### src/tomasulo_pkg.sv
`default_nettype none

package tomasulo_pkg;

  localparam int DATA_W   = 32;  // Register and operand width
  localparam int NUM_REGS = 16;
  localparam int NUM_RS   = 4;   // Reservation stations, also the tag space

  typedef logic [3:0] reg_idx_t;
  typedef logic [1:0] rs_tag_t;  // Station id doubles as producer tag

  typedef enum logic [3:0] {
    OP_ADD = 4'h0,
    OP_SUB = 4'h1,
    OP_MUL = 4'h2,
    OP_HLT = 4'hf
  } opcode_t;

  // Operation class of a functional unit
  typedef enum logic {
    FU_ADD = 1'b0,  // Add and sub
    FU_MUL = 1'b1
  } fu_kind_t;

  // Instruction word, opcode in the top nibble
  typedef struct packed {
    opcode_t     opcode;
    reg_idx_t    dst;
    reg_idx_t    src1;
    reg_idx_t    src2;
    logic [15:0] unused;
  } inst_t;

  // Source operand, either a value or the tag of its producer
  typedef struct packed {
    logic              pending;
    rs_tag_t           tag;
    logic [DATA_W-1:0] value;
  } operand_t;

  typedef struct packed {
    logic              valid;
    rs_tag_t           tag;
    logic [DATA_W-1:0] value;
  } cdb_t;

  typedef struct packed {
    logic     valid;
    rs_tag_t  tag;  // Station that holds the instruction
    opcode_t  op;
    operand_t a;
    operand_t b;
  } issue_t;

endpackage

`default_nettype wire
### src/cdb_arbiter.sv
`default_nettype none

module cdb_arbiter import tomasulo_pkg::*; (
  input  logic GCLK,
  input  logic rst,
  input  logic add_done,
  input  logic mul_done,
  input  cdb_t add_result,
  input  cdb_t mul_result,
  output logic add_grant,
  output logic mul_grant,
  output cdb_t cdb
);

  // Fixed priority, the longer unit goes first
  assign mul_grant = mul_done;
  assign add_grant = add_done && !mul_done;  // Add waits a cycle on a tie

  always_ff @(posedge GCLK) begin
    if (rst) begin
      cdb <= '0;
    end else if (mul_grant) begin
      cdb <= mul_result;
    end else if (add_grant) begin
      cdb <= add_result;
    end else begin
      cdb.valid <= 1'b0;  // One-cycle broadcast
    end
  end

endmodule

`default_nettype wire

### src/exec_unit.sv
`default_nettype none

module exec_unit import tomasulo_pkg::*; #(
  parameter fu_kind_t KIND    = FU_ADD,
  parameter int       LATENCY = 2  // Cycles from dispatch to done, at least 1
) (
  input  logic   GCLK,
  input  logic   rst,
  input  issue_t disp,
  output logic   busy,
  output logic   done,
  output cdb_t   result,
  input  logic   grant
);

  localparam int CNT_W = (LATENCY > 1) ? $clog2(LATENCY) : 1;

  logic [CNT_W-1:0]  cnt;
  logic [DATA_W-1:0] a_q, b_q;   // Latched operands
  logic [DATA_W-1:0] value_q;
  opcode_t           op_q;
  rs_tag_t           tag_q;
  logic              start;

  assign start = disp.valid && !busy;

  always_ff @(posedge GCLK) begin
    if (start) begin
      a_q   <= disp.a.value;
      b_q   <= disp.b.value;
      op_q  <= disp.op;
      tag_q <= disp.tag;
    end
    if (busy && !done && cnt == '0) begin
      if (KIND == FU_MUL) value_q <= a_q * b_q;  // Low word of the product
      else value_q <= (op_q == OP_SUB) ? a_q - b_q : a_q + b_q;
    end
  end

  always_ff @(posedge GCLK) begin
    if (rst) begin
      busy <= 1'b0;
      done <= 1'b0;
      cnt  <= '0;
    end else if (start) begin
      busy <= 1'b1;
      cnt  <= CNT_W'(LATENCY - 1);
    end else if (done && grant) begin
      done <= 1'b0;  // Result moves onto the bus
      busy <= 1'b0;
    end else if (busy && !done) begin
      if (cnt == '0) done <= 1'b1;
      else cnt <= cnt - CNT_W'(1);
    end
  end

  assign result = '{valid: done, tag: tag_q, value: value_q};

endmodule

`default_nettype wire

### src/issue_unit.sv
`default_nettype none

module issue_unit import tomasulo_pkg::*; (
  input  logic              GCLK,
  input  logic              rst,
  input  inst_t             inst,
  input  logic              inst_valid,
  input  logic [NUM_RS-1:0] rs_free,
  input  operand_t          src_a,       // Already bypassed with the bus
  input  operand_t          src_b,
  output logic              fetch_en,
  output issue_t            issue,
  output logic              rename_valid,
  output reg_idx_t          rename_dst,
  output reg_idx_t          src1,
  output reg_idx_t          src2
);

  logic    halted;   // Sticky until reset
  logic    take;     // Instruction accepted this cycle
  rs_tag_t free_idx; // Lowest free station

  assign fetch_en = (|rs_free) && !halted;
  assign take     = inst_valid && fetch_en;
  assign src1     = inst.src1;
  assign src2     = inst.src2;

  // Priority pick, station 0 first
  always_comb begin
    free_idx = '0;
    for (int i = NUM_RS - 1; i >= 0; i--) begin
      if (rs_free[i]) free_idx = rs_tag_t'(i);
    end
  end

  always_comb begin
    issue.valid = take && (inst.opcode != OP_HLT); // Halt never occupies a station
    issue.tag   = free_idx;
    issue.op    = inst.opcode;
    issue.a     = src_a;
    issue.b     = src_b;
  end

  assign rename_valid = issue.valid;  // Destination renamed on the issue edge
  assign rename_dst   = inst.dst;

  always_ff @(posedge GCLK) begin
    if (rst) begin
      halted <= 1'b0;
    end else if (take && inst.opcode == OP_HLT) begin
      halted <= 1'b1;  // Fetch stays off from here on
    end
  end

endmodule

`default_nettype wire

### src/reg_status.sv
`default_nettype none

module reg_status import tomasulo_pkg::*; #(
  parameter logic [DATA_W-1:0] REG_INIT = 32'd5
) (
  input  logic              GCLK,
  input  logic              rst,
  input  reg_idx_t          src1,
  input  reg_idx_t          src2,
  output operand_t          src_a,
  output operand_t          src_b,
  input  logic              rename_valid,
  input  reg_idx_t          rename_dst,
  input  rs_tag_t           rename_tag,
  input  cdb_t              cdb,
  input  reg_idx_t          dbg_addr,
  output logic [DATA_W-1:0] dbg_data,
  output logic              dbg_pending
);

  logic [DATA_W-1:0] val_q  [NUM_REGS];
  logic              pend_q [NUM_REGS];  // Waiting on a station
  rs_tag_t           tag_q  [NUM_REGS];  // Producer of the pending value

  // Register read with bypass from the broadcast in flight
  function automatic operand_t lookup(input reg_idx_t idx);
    operand_t op;
    op.pending = pend_q[idx];
    op.tag     = tag_q[idx];
    op.value   = val_q[idx];
    if (pend_q[idx] && cdb.valid && cdb.tag == tag_q[idx]) begin
      op.pending = 1'b0;       // Result arrives this cycle
      op.value   = cdb.value;
    end
    return op;
  endfunction

  always_comb begin
    src_a = lookup(src1);
    src_b = lookup(src2);
  end

  always_ff @(posedge GCLK) begin
    if (rst) begin
      for (int i = 0; i < NUM_REGS; i++) begin
        val_q[i]  <= REG_INIT;
        pend_q[i] <= 1'b0;
        tag_q[i]  <= '0;
      end
    end else begin
      for (int i = 0; i < NUM_REGS; i++) begin
        if (rename_valid && rename_dst == reg_idx_t'(i)) begin
          pend_q[i] <= 1'b1;       // Latest rename wins over the bus
          tag_q[i]  <= rename_tag;
        end else if (cdb.valid && pend_q[i] && tag_q[i] == cdb.tag) begin
          val_q[i]  <= cdb.value;
          pend_q[i] <= 1'b0;
        end
      end
    end
  end

  assign dbg_data    = val_q[dbg_addr];
  assign dbg_pending = pend_q[dbg_addr];

endmodule

`default_nettype wire

### src/res_station.sv
`default_nettype none

module res_station import tomasulo_pkg::*; (
  input  logic              GCLK,
  input  logic              rst,
  input  issue_t            issue,
  input  cdb_t              cdb,
  output logic [NUM_RS-1:0] rs_free,
  input  logic              add_busy,
  input  logic              mul_busy,
  output issue_t            add_disp,
  output issue_t            mul_disp
);

  issue_t            ent [NUM_RS];  // Stored instruction and operands
  logic [NUM_RS-1:0] busy_q;        // Held until own tag is broadcast
  logic [NUM_RS-1:0] disp_q;        // Already sent to a unit
  logic [NUM_RS-1:0] ready;
  logic              add_hit;
  logic              mul_hit;
  rs_tag_t           add_idx;
  rs_tag_t           mul_idx;

  assign rs_free = ~busy_q;

  always_comb begin
    for (int i = 0; i < NUM_RS; i++) begin
      ready[i] = busy_q[i] && !disp_q[i] && !ent[i].a.pending && !ent[i].b.pending;
    end
  end

  // Lowest ready station per unit
  // Anything that is not a multiply goes to the add unit
  always_comb begin
    add_hit = 1'b0;
    mul_hit = 1'b0;
    add_idx = '0;
    mul_idx = '0;
    for (int i = NUM_RS - 1; i >= 0; i--) begin
      if (ready[i] && ent[i].op == OP_MUL) begin
        mul_hit = 1'b1;
        mul_idx = rs_tag_t'(i);
      end
      if (ready[i] && ent[i].op != OP_MUL) begin
        add_hit = 1'b1;
        add_idx = rs_tag_t'(i);
      end
    end
  end

  always_comb begin
    add_disp       = ent[add_idx];
    add_disp.valid = add_hit && !add_busy;  // Offer only to an idle unit
    add_disp.tag   = add_idx;
    mul_disp       = ent[mul_idx];
    mul_disp.valid = mul_hit && !mul_busy;
    mul_disp.tag   = mul_idx;
  end

  // Operand payload, filled at issue and patched from the bus
  always_ff @(posedge GCLK) begin
    for (int i = 0; i < NUM_RS; i++) begin
      if (issue.valid && issue.tag == rs_tag_t'(i)) begin
        ent[i] <= issue;
      end else begin
        if (cdb.valid && ent[i].a.pending && ent[i].a.tag == cdb.tag) begin
          ent[i].a.pending <= 1'b0;
          ent[i].a.value   <= cdb.value;
        end
        if (cdb.valid && ent[i].b.pending && ent[i].b.tag == cdb.tag) begin
          ent[i].b.pending <= 1'b0;
          ent[i].b.value   <= cdb.value;
        end
      end
    end
  end

  always_ff @(posedge GCLK) begin
    if (rst) begin
      busy_q <= '0;
      disp_q <= '0;
    end else begin
      for (int i = 0; i < NUM_RS; i++) begin
        if (issue.valid && issue.tag == rs_tag_t'(i)) begin
          busy_q[i] <= 1'b1;
          disp_q[i] <= 1'b0;
        end else begin
          if (cdb.valid && cdb.tag == rs_tag_t'(i)) busy_q[i] <= 1'b0; // Result is out
          if ((add_disp.valid && add_idx == rs_tag_t'(i)) ||
              (mul_disp.valid && mul_idx == rs_tag_t'(i))) begin
            disp_q[i] <= 1'b1;
          end
        end
      end
    end
  end

endmodule

`default_nettype wire

### src/tomasulo_core.sv
`default_nettype none

module tomasulo_core import tomasulo_pkg::*; #(
  parameter int                ADD_LAT  = 2,
  parameter int                MUL_LAT  = 4,
  parameter logic [DATA_W-1:0] REG_INIT = 32'd5
) (
  input  logic              GCLK,
  input  logic              rst,
  input  inst_t             inst,
  input  logic              inst_valid,
  output logic              fetch_en,
  output cdb_t              cdb,
  input  reg_idx_t          dbg_addr,
  output logic [DATA_W-1:0] dbg_data,
  output logic              dbg_pending
);

  logic [NUM_RS-1:0] rs_free;
  operand_t          src_a, src_b;
  reg_idx_t          src1, src2;
  issue_t            issue;
  logic              rename_valid;
  reg_idx_t          rename_dst;
  issue_t            add_disp, mul_disp;
  logic              add_busy, mul_busy;
  logic              add_done, mul_done;
  cdb_t              add_result, mul_result;
  logic              add_grant, mul_grant;

  issue_unit u_issue (
    .GCLK, .rst, .inst, .inst_valid, .rs_free, .src_a, .src_b,
    .fetch_en, .issue, .rename_valid, .rename_dst, .src1, .src2
  );

  reg_status #(.REG_INIT(REG_INIT)) u_regs (
    .GCLK, .rst, .src1, .src2, .src_a, .src_b, .rename_valid, .rename_dst,
    .rename_tag(issue.tag),  // New producer is the station just filled
    .cdb, .dbg_addr, .dbg_data, .dbg_pending
  );

  res_station u_rs (
    .GCLK, .rst, .issue, .cdb, .rs_free, .add_busy, .mul_busy, .add_disp, .mul_disp
  );

  exec_unit #(.KIND(FU_ADD), .LATENCY(ADD_LAT)) u_add (
    .GCLK, .rst, .disp(add_disp), .busy(add_busy), .done(add_done),
    .result(add_result), .grant(add_grant)
  );

  exec_unit #(.KIND(FU_MUL), .LATENCY(MUL_LAT)) u_mul (
    .GCLK, .rst, .disp(mul_disp), .busy(mul_busy), .done(mul_done),
    .result(mul_result), .grant(mul_grant)
  );

  cdb_arbiter u_cdb (
    .GCLK, .rst, .add_done, .mul_done, .add_result, .mul_result,
    .add_grant, .mul_grant, .cdb
  );

endmodule

`default_nettype wire

### config.mk
export PLATFORM = sky130hd
export DESIGN_NAME = tomasulo_core
export DESIGN_NICKNAME = d
export VERILOG_FILES = /design/src/tomasulo_pkg.sv /design/src/cdb_arbiter.sv /design/src/exec_unit.sv /design/src/issue_unit.sv /design/src/reg_status.sv /design/src/res_station.sv /design/src/tomasulo_core.sv
export SDC_FILE = /design/constraint.sdc
export NUM_CORES = 2
export LEC_CHECK = 0
export ABC_AREA = 0
export BUFFER_PORTS_ARGS = -buffer_cell sky130_fd_sc_hd__buf_2
export CAP_MARGIN = 15
export CORE_UTILIZATION = 66
export DETAILED_ROUTE_END_ITERATION = 8
export PLACE_DENSITY = 0.83
export SETUP_SLACK_MARGIN = 0.5
export SLEW_MARGIN = 20
export SYNTH_ARGS = -nofsm -noshare
export SYNTH_HDL_FRONTEND = slang
export SYNTH_HIERARCHICAL = 1
export SYNTH_SLANG_ARGS = --single-unit
### constraint.sdc
create_clock -name GCLK -period 11.3 [get_ports GCLK]
set_input_delay 0.565 -clock GCLK [delete_from_list [all_inputs] [get_ports GCLK]]
set_output_delay 0.565 -clock GCLK [all_outputs]
set_load 0.01 [all_outputs]
==> results.json <==
{
  "syn_inst": 6016,
  "ant_nets": 0,
  "htreeDepth": 3,
  "cts_resized": 0,
  "synthToLayoutAreaGrowth_pct": 5.55,
  "tns_ns": 0,
  "rsz0062_at_grt": "no",
  "wl_per_cell_um": 30.5,
  "p_leak_nw": 30.2,
  "viasPerCell": 7.29,
  "ys_warn_count": 6,
  "final_nets": 6388,
  "fin_crit_sh_pct": 65.8,
  "portBuffers": 91,
  "grt_pass1_wl_um": 337000,
  "holdWs_ns": 0.101,
  "placed_cell_area_sq_um": 77300,
  "setup_viol": 0,
  "start_util_pct": 66.8,
  "cts_tree": "built",
  "worst_pin_slew_ns": 1.18,
  "ctsHoldBuffers": 0,
  "violations": "design-rule violations",
  "grt_pass1_vias": 55856,
  "fin_worst_skew_ns": 0.0375,
  "totalWireLength_um": 225000,
  "cts_num_sinks": 1107,
  "grt-ovfl-total": 0,
  "syn_area_sq_um": 76600,
  "first_pass_iters": 9,
  "clkTransAtPathRegs_ns": 0.06,
  "finalInstanceArea_sq_um": 80900,
  "placed_cells": 7181,
  "drtIter0Drc": 8122,
  "syn_nets": 6620,
  "final_core_util_pct": 70.5,
  "seqCellArea_sq_um": 32700,
  "hold_path.class": "input port to flip-flop",
  "instances_no_fill": 7391,
  "required_ns": 11.76,
  "synth_area_per_cell_sq_um": 12.7,
  "crit_type": "flip-flop to flip-flop",
  "grt_usage_pct": 38.8,
  "worst_setup_path_end_kind": "flip-flop",
  "cp_max_fo": 25,
  "num_vias": 53868,
  "drive_gt1_share_pct": 19.9,
  "timing.fmax_mhz": 134,
  "clock_latency_ns": 0.74,
  "period_minus_slack_ns": 7.44,
  "num_io_pins": 108,
  "cts_setup_buffers": 0,
  "status": "finished, violations left",
  "gp_congestion": 0.959,
  "multi_input_area_sq_um": 39300,
  "clock_path_buffers": 3,
  "slew_headroom_pct": 20.3,
  "peakVddDrop_mv": 0.134,
  "slew_viol_final": 0,
  "die_y_um": 343,
  "hpwl_um": 140000,
  "drv_cap": 0,
  "cp.arrival_ns": 7.89,
  "grt_max_degree": 85,
  "drc": 14,
  "p_total_mw": 11.0,
  "clockRootBuffer": "clkbuf_16",
  "antenna_found_initial": 10,
  "dieArea_sq_um": 117000,
  "fin_ws_ns": 3.86,
  "power_density_nw_per_um2": 136,
  "hold_viol": 0,
  "start_kind": "flip-flop",
  "numCtsBuffers": 111,
  "fillers": 7264,
  "core_sq_um": 115000,
  "dieWidth_um": 343,
  "rows": 124,
  "dpl_worst_slack_ns": 3.89
}
power breakdown:
part / leakage (nW) / internal [mW] / switching, mW / total (mW)
logic: 17.7 / 1.04 / 1.35 / 2.39
registers: 10.8 / 4.79 / 0.177 / 4.96
clock network: 1.73 / 2.04 / 1.60 / 3.65
routing by layer:
| metal | up-vias | wire, um | global-route usage (%) |
|---|---|---|---|
| li1 | 21290 | - | - |
| met1 | 26521 | 71400 | 47.6 |
| met2 | 4821 | 106000 | 61.8 |
| met3 | 1224 | 33400 | 11.2 |
| met4 | 12 | 14800 | 22.1 |
| met5 | - | 79 | 0 |
worst max-delay path, stage by stage, from the launching register on:
cell	delay (ns)
edfxtp_1	1.08
and2_1	0.27
fa_1	0.44
fa_1	0.49
fa_1	0.52
inv_1	0.05
fa_1	0.47
inv_1	0.05
fa_1	0.50
inv_1	0.06
fa_1	0.54
inv_1	0.05
fa_1	0.50
fa_1	0.43
ha_1	0.38
a21o_1	0.19
a21o_1	0.18
a31oi_1	0.17
o21ai_1	0.08
a21oi_1	0.32
o21ai_1	0.10
a21oi_1	0.19
xnor2_1	0.08
worst paths after layout:
path / start / to / slack, ns / depth (start not counted)
worst max-delay path: u_mul/b_q[7]$_DFFE_PP_ / u_mul/value_q[28]$_DFFE_PP_ / 3.86 / 22
worst min-delay path: inst[31] / u_rs/ent[3][73]$_DFFE_PP_ / 0.10 / 1
worst min register to register: u_mul/cnt[1]$_SDFFE_PP0P_ / u_mul/cnt[1]$_SDFFE_PP0P_ / 0.46 / 2
worst max register to register: u_mul/b_q[7]$_DFFE_PP_ / u_mul/value_q[28]$_DFFE_PP_ / 3.86 / 22
area by class of cell:
type | instances | area share, %
Clock inverter | 57 | 0.650
Inverter | 533 | 2.47
Timing Repair Buffer | 206 | 1.72
Antenna cell | 4 | 0.0124
Multi-Input combinational cell | 3825 | 48.6
Sequential cell | 1107 | 40.5
Tap cell | 1512 | 2.34
Clock buffer | 147 | 3.70
layout by cell type (no fill, tap or decap), types with 114 or more instances in the layout:
| master | n |
|---|---|
| ha_1 | 156 |
| a21oi_1 | 119 |
| mux2_2 | 198 |
| buf_4 | 114 |
| inv_1 | 525 |
| xnor2_1 | 123 |
| mux4_2 | 473 |
| and2_1 | 307 |
| edfxtp_1 | 1054 |
| fa_1 | 409 |
| nand2_1 | 409 |
| nor2_1 | 405 |
flip-flops by register name, summed over array words and instances, names as in the netlist, 2 cells and up:
| register | flops |
|---|---|
| u_mul/value_q | 32 |
| u_regs/tag_q | 32 |
| u_rs/busy_q | 4 |
| u_regs/val_q | 512 |
| u_rs/ent | 296 |
| u_mul/b_q | 32 |
| u_cdb/cdb | 35 |
| u_rs/disp_q | 4 |
| u_mul/cnt | 2 |
| u_add/a_q | 32 |
| u_mul/a_q | 32 |
| u_add/b_q | 32 |
| u_mul/tag_q | 2 |
| u_add/tag_q | 2 |
| u_add/value_q | 32 |
| u_regs/pend_q | 16 |
| u_add/op_q | 4 |
No activity file was read; power rests on OpenSTA's default activity.
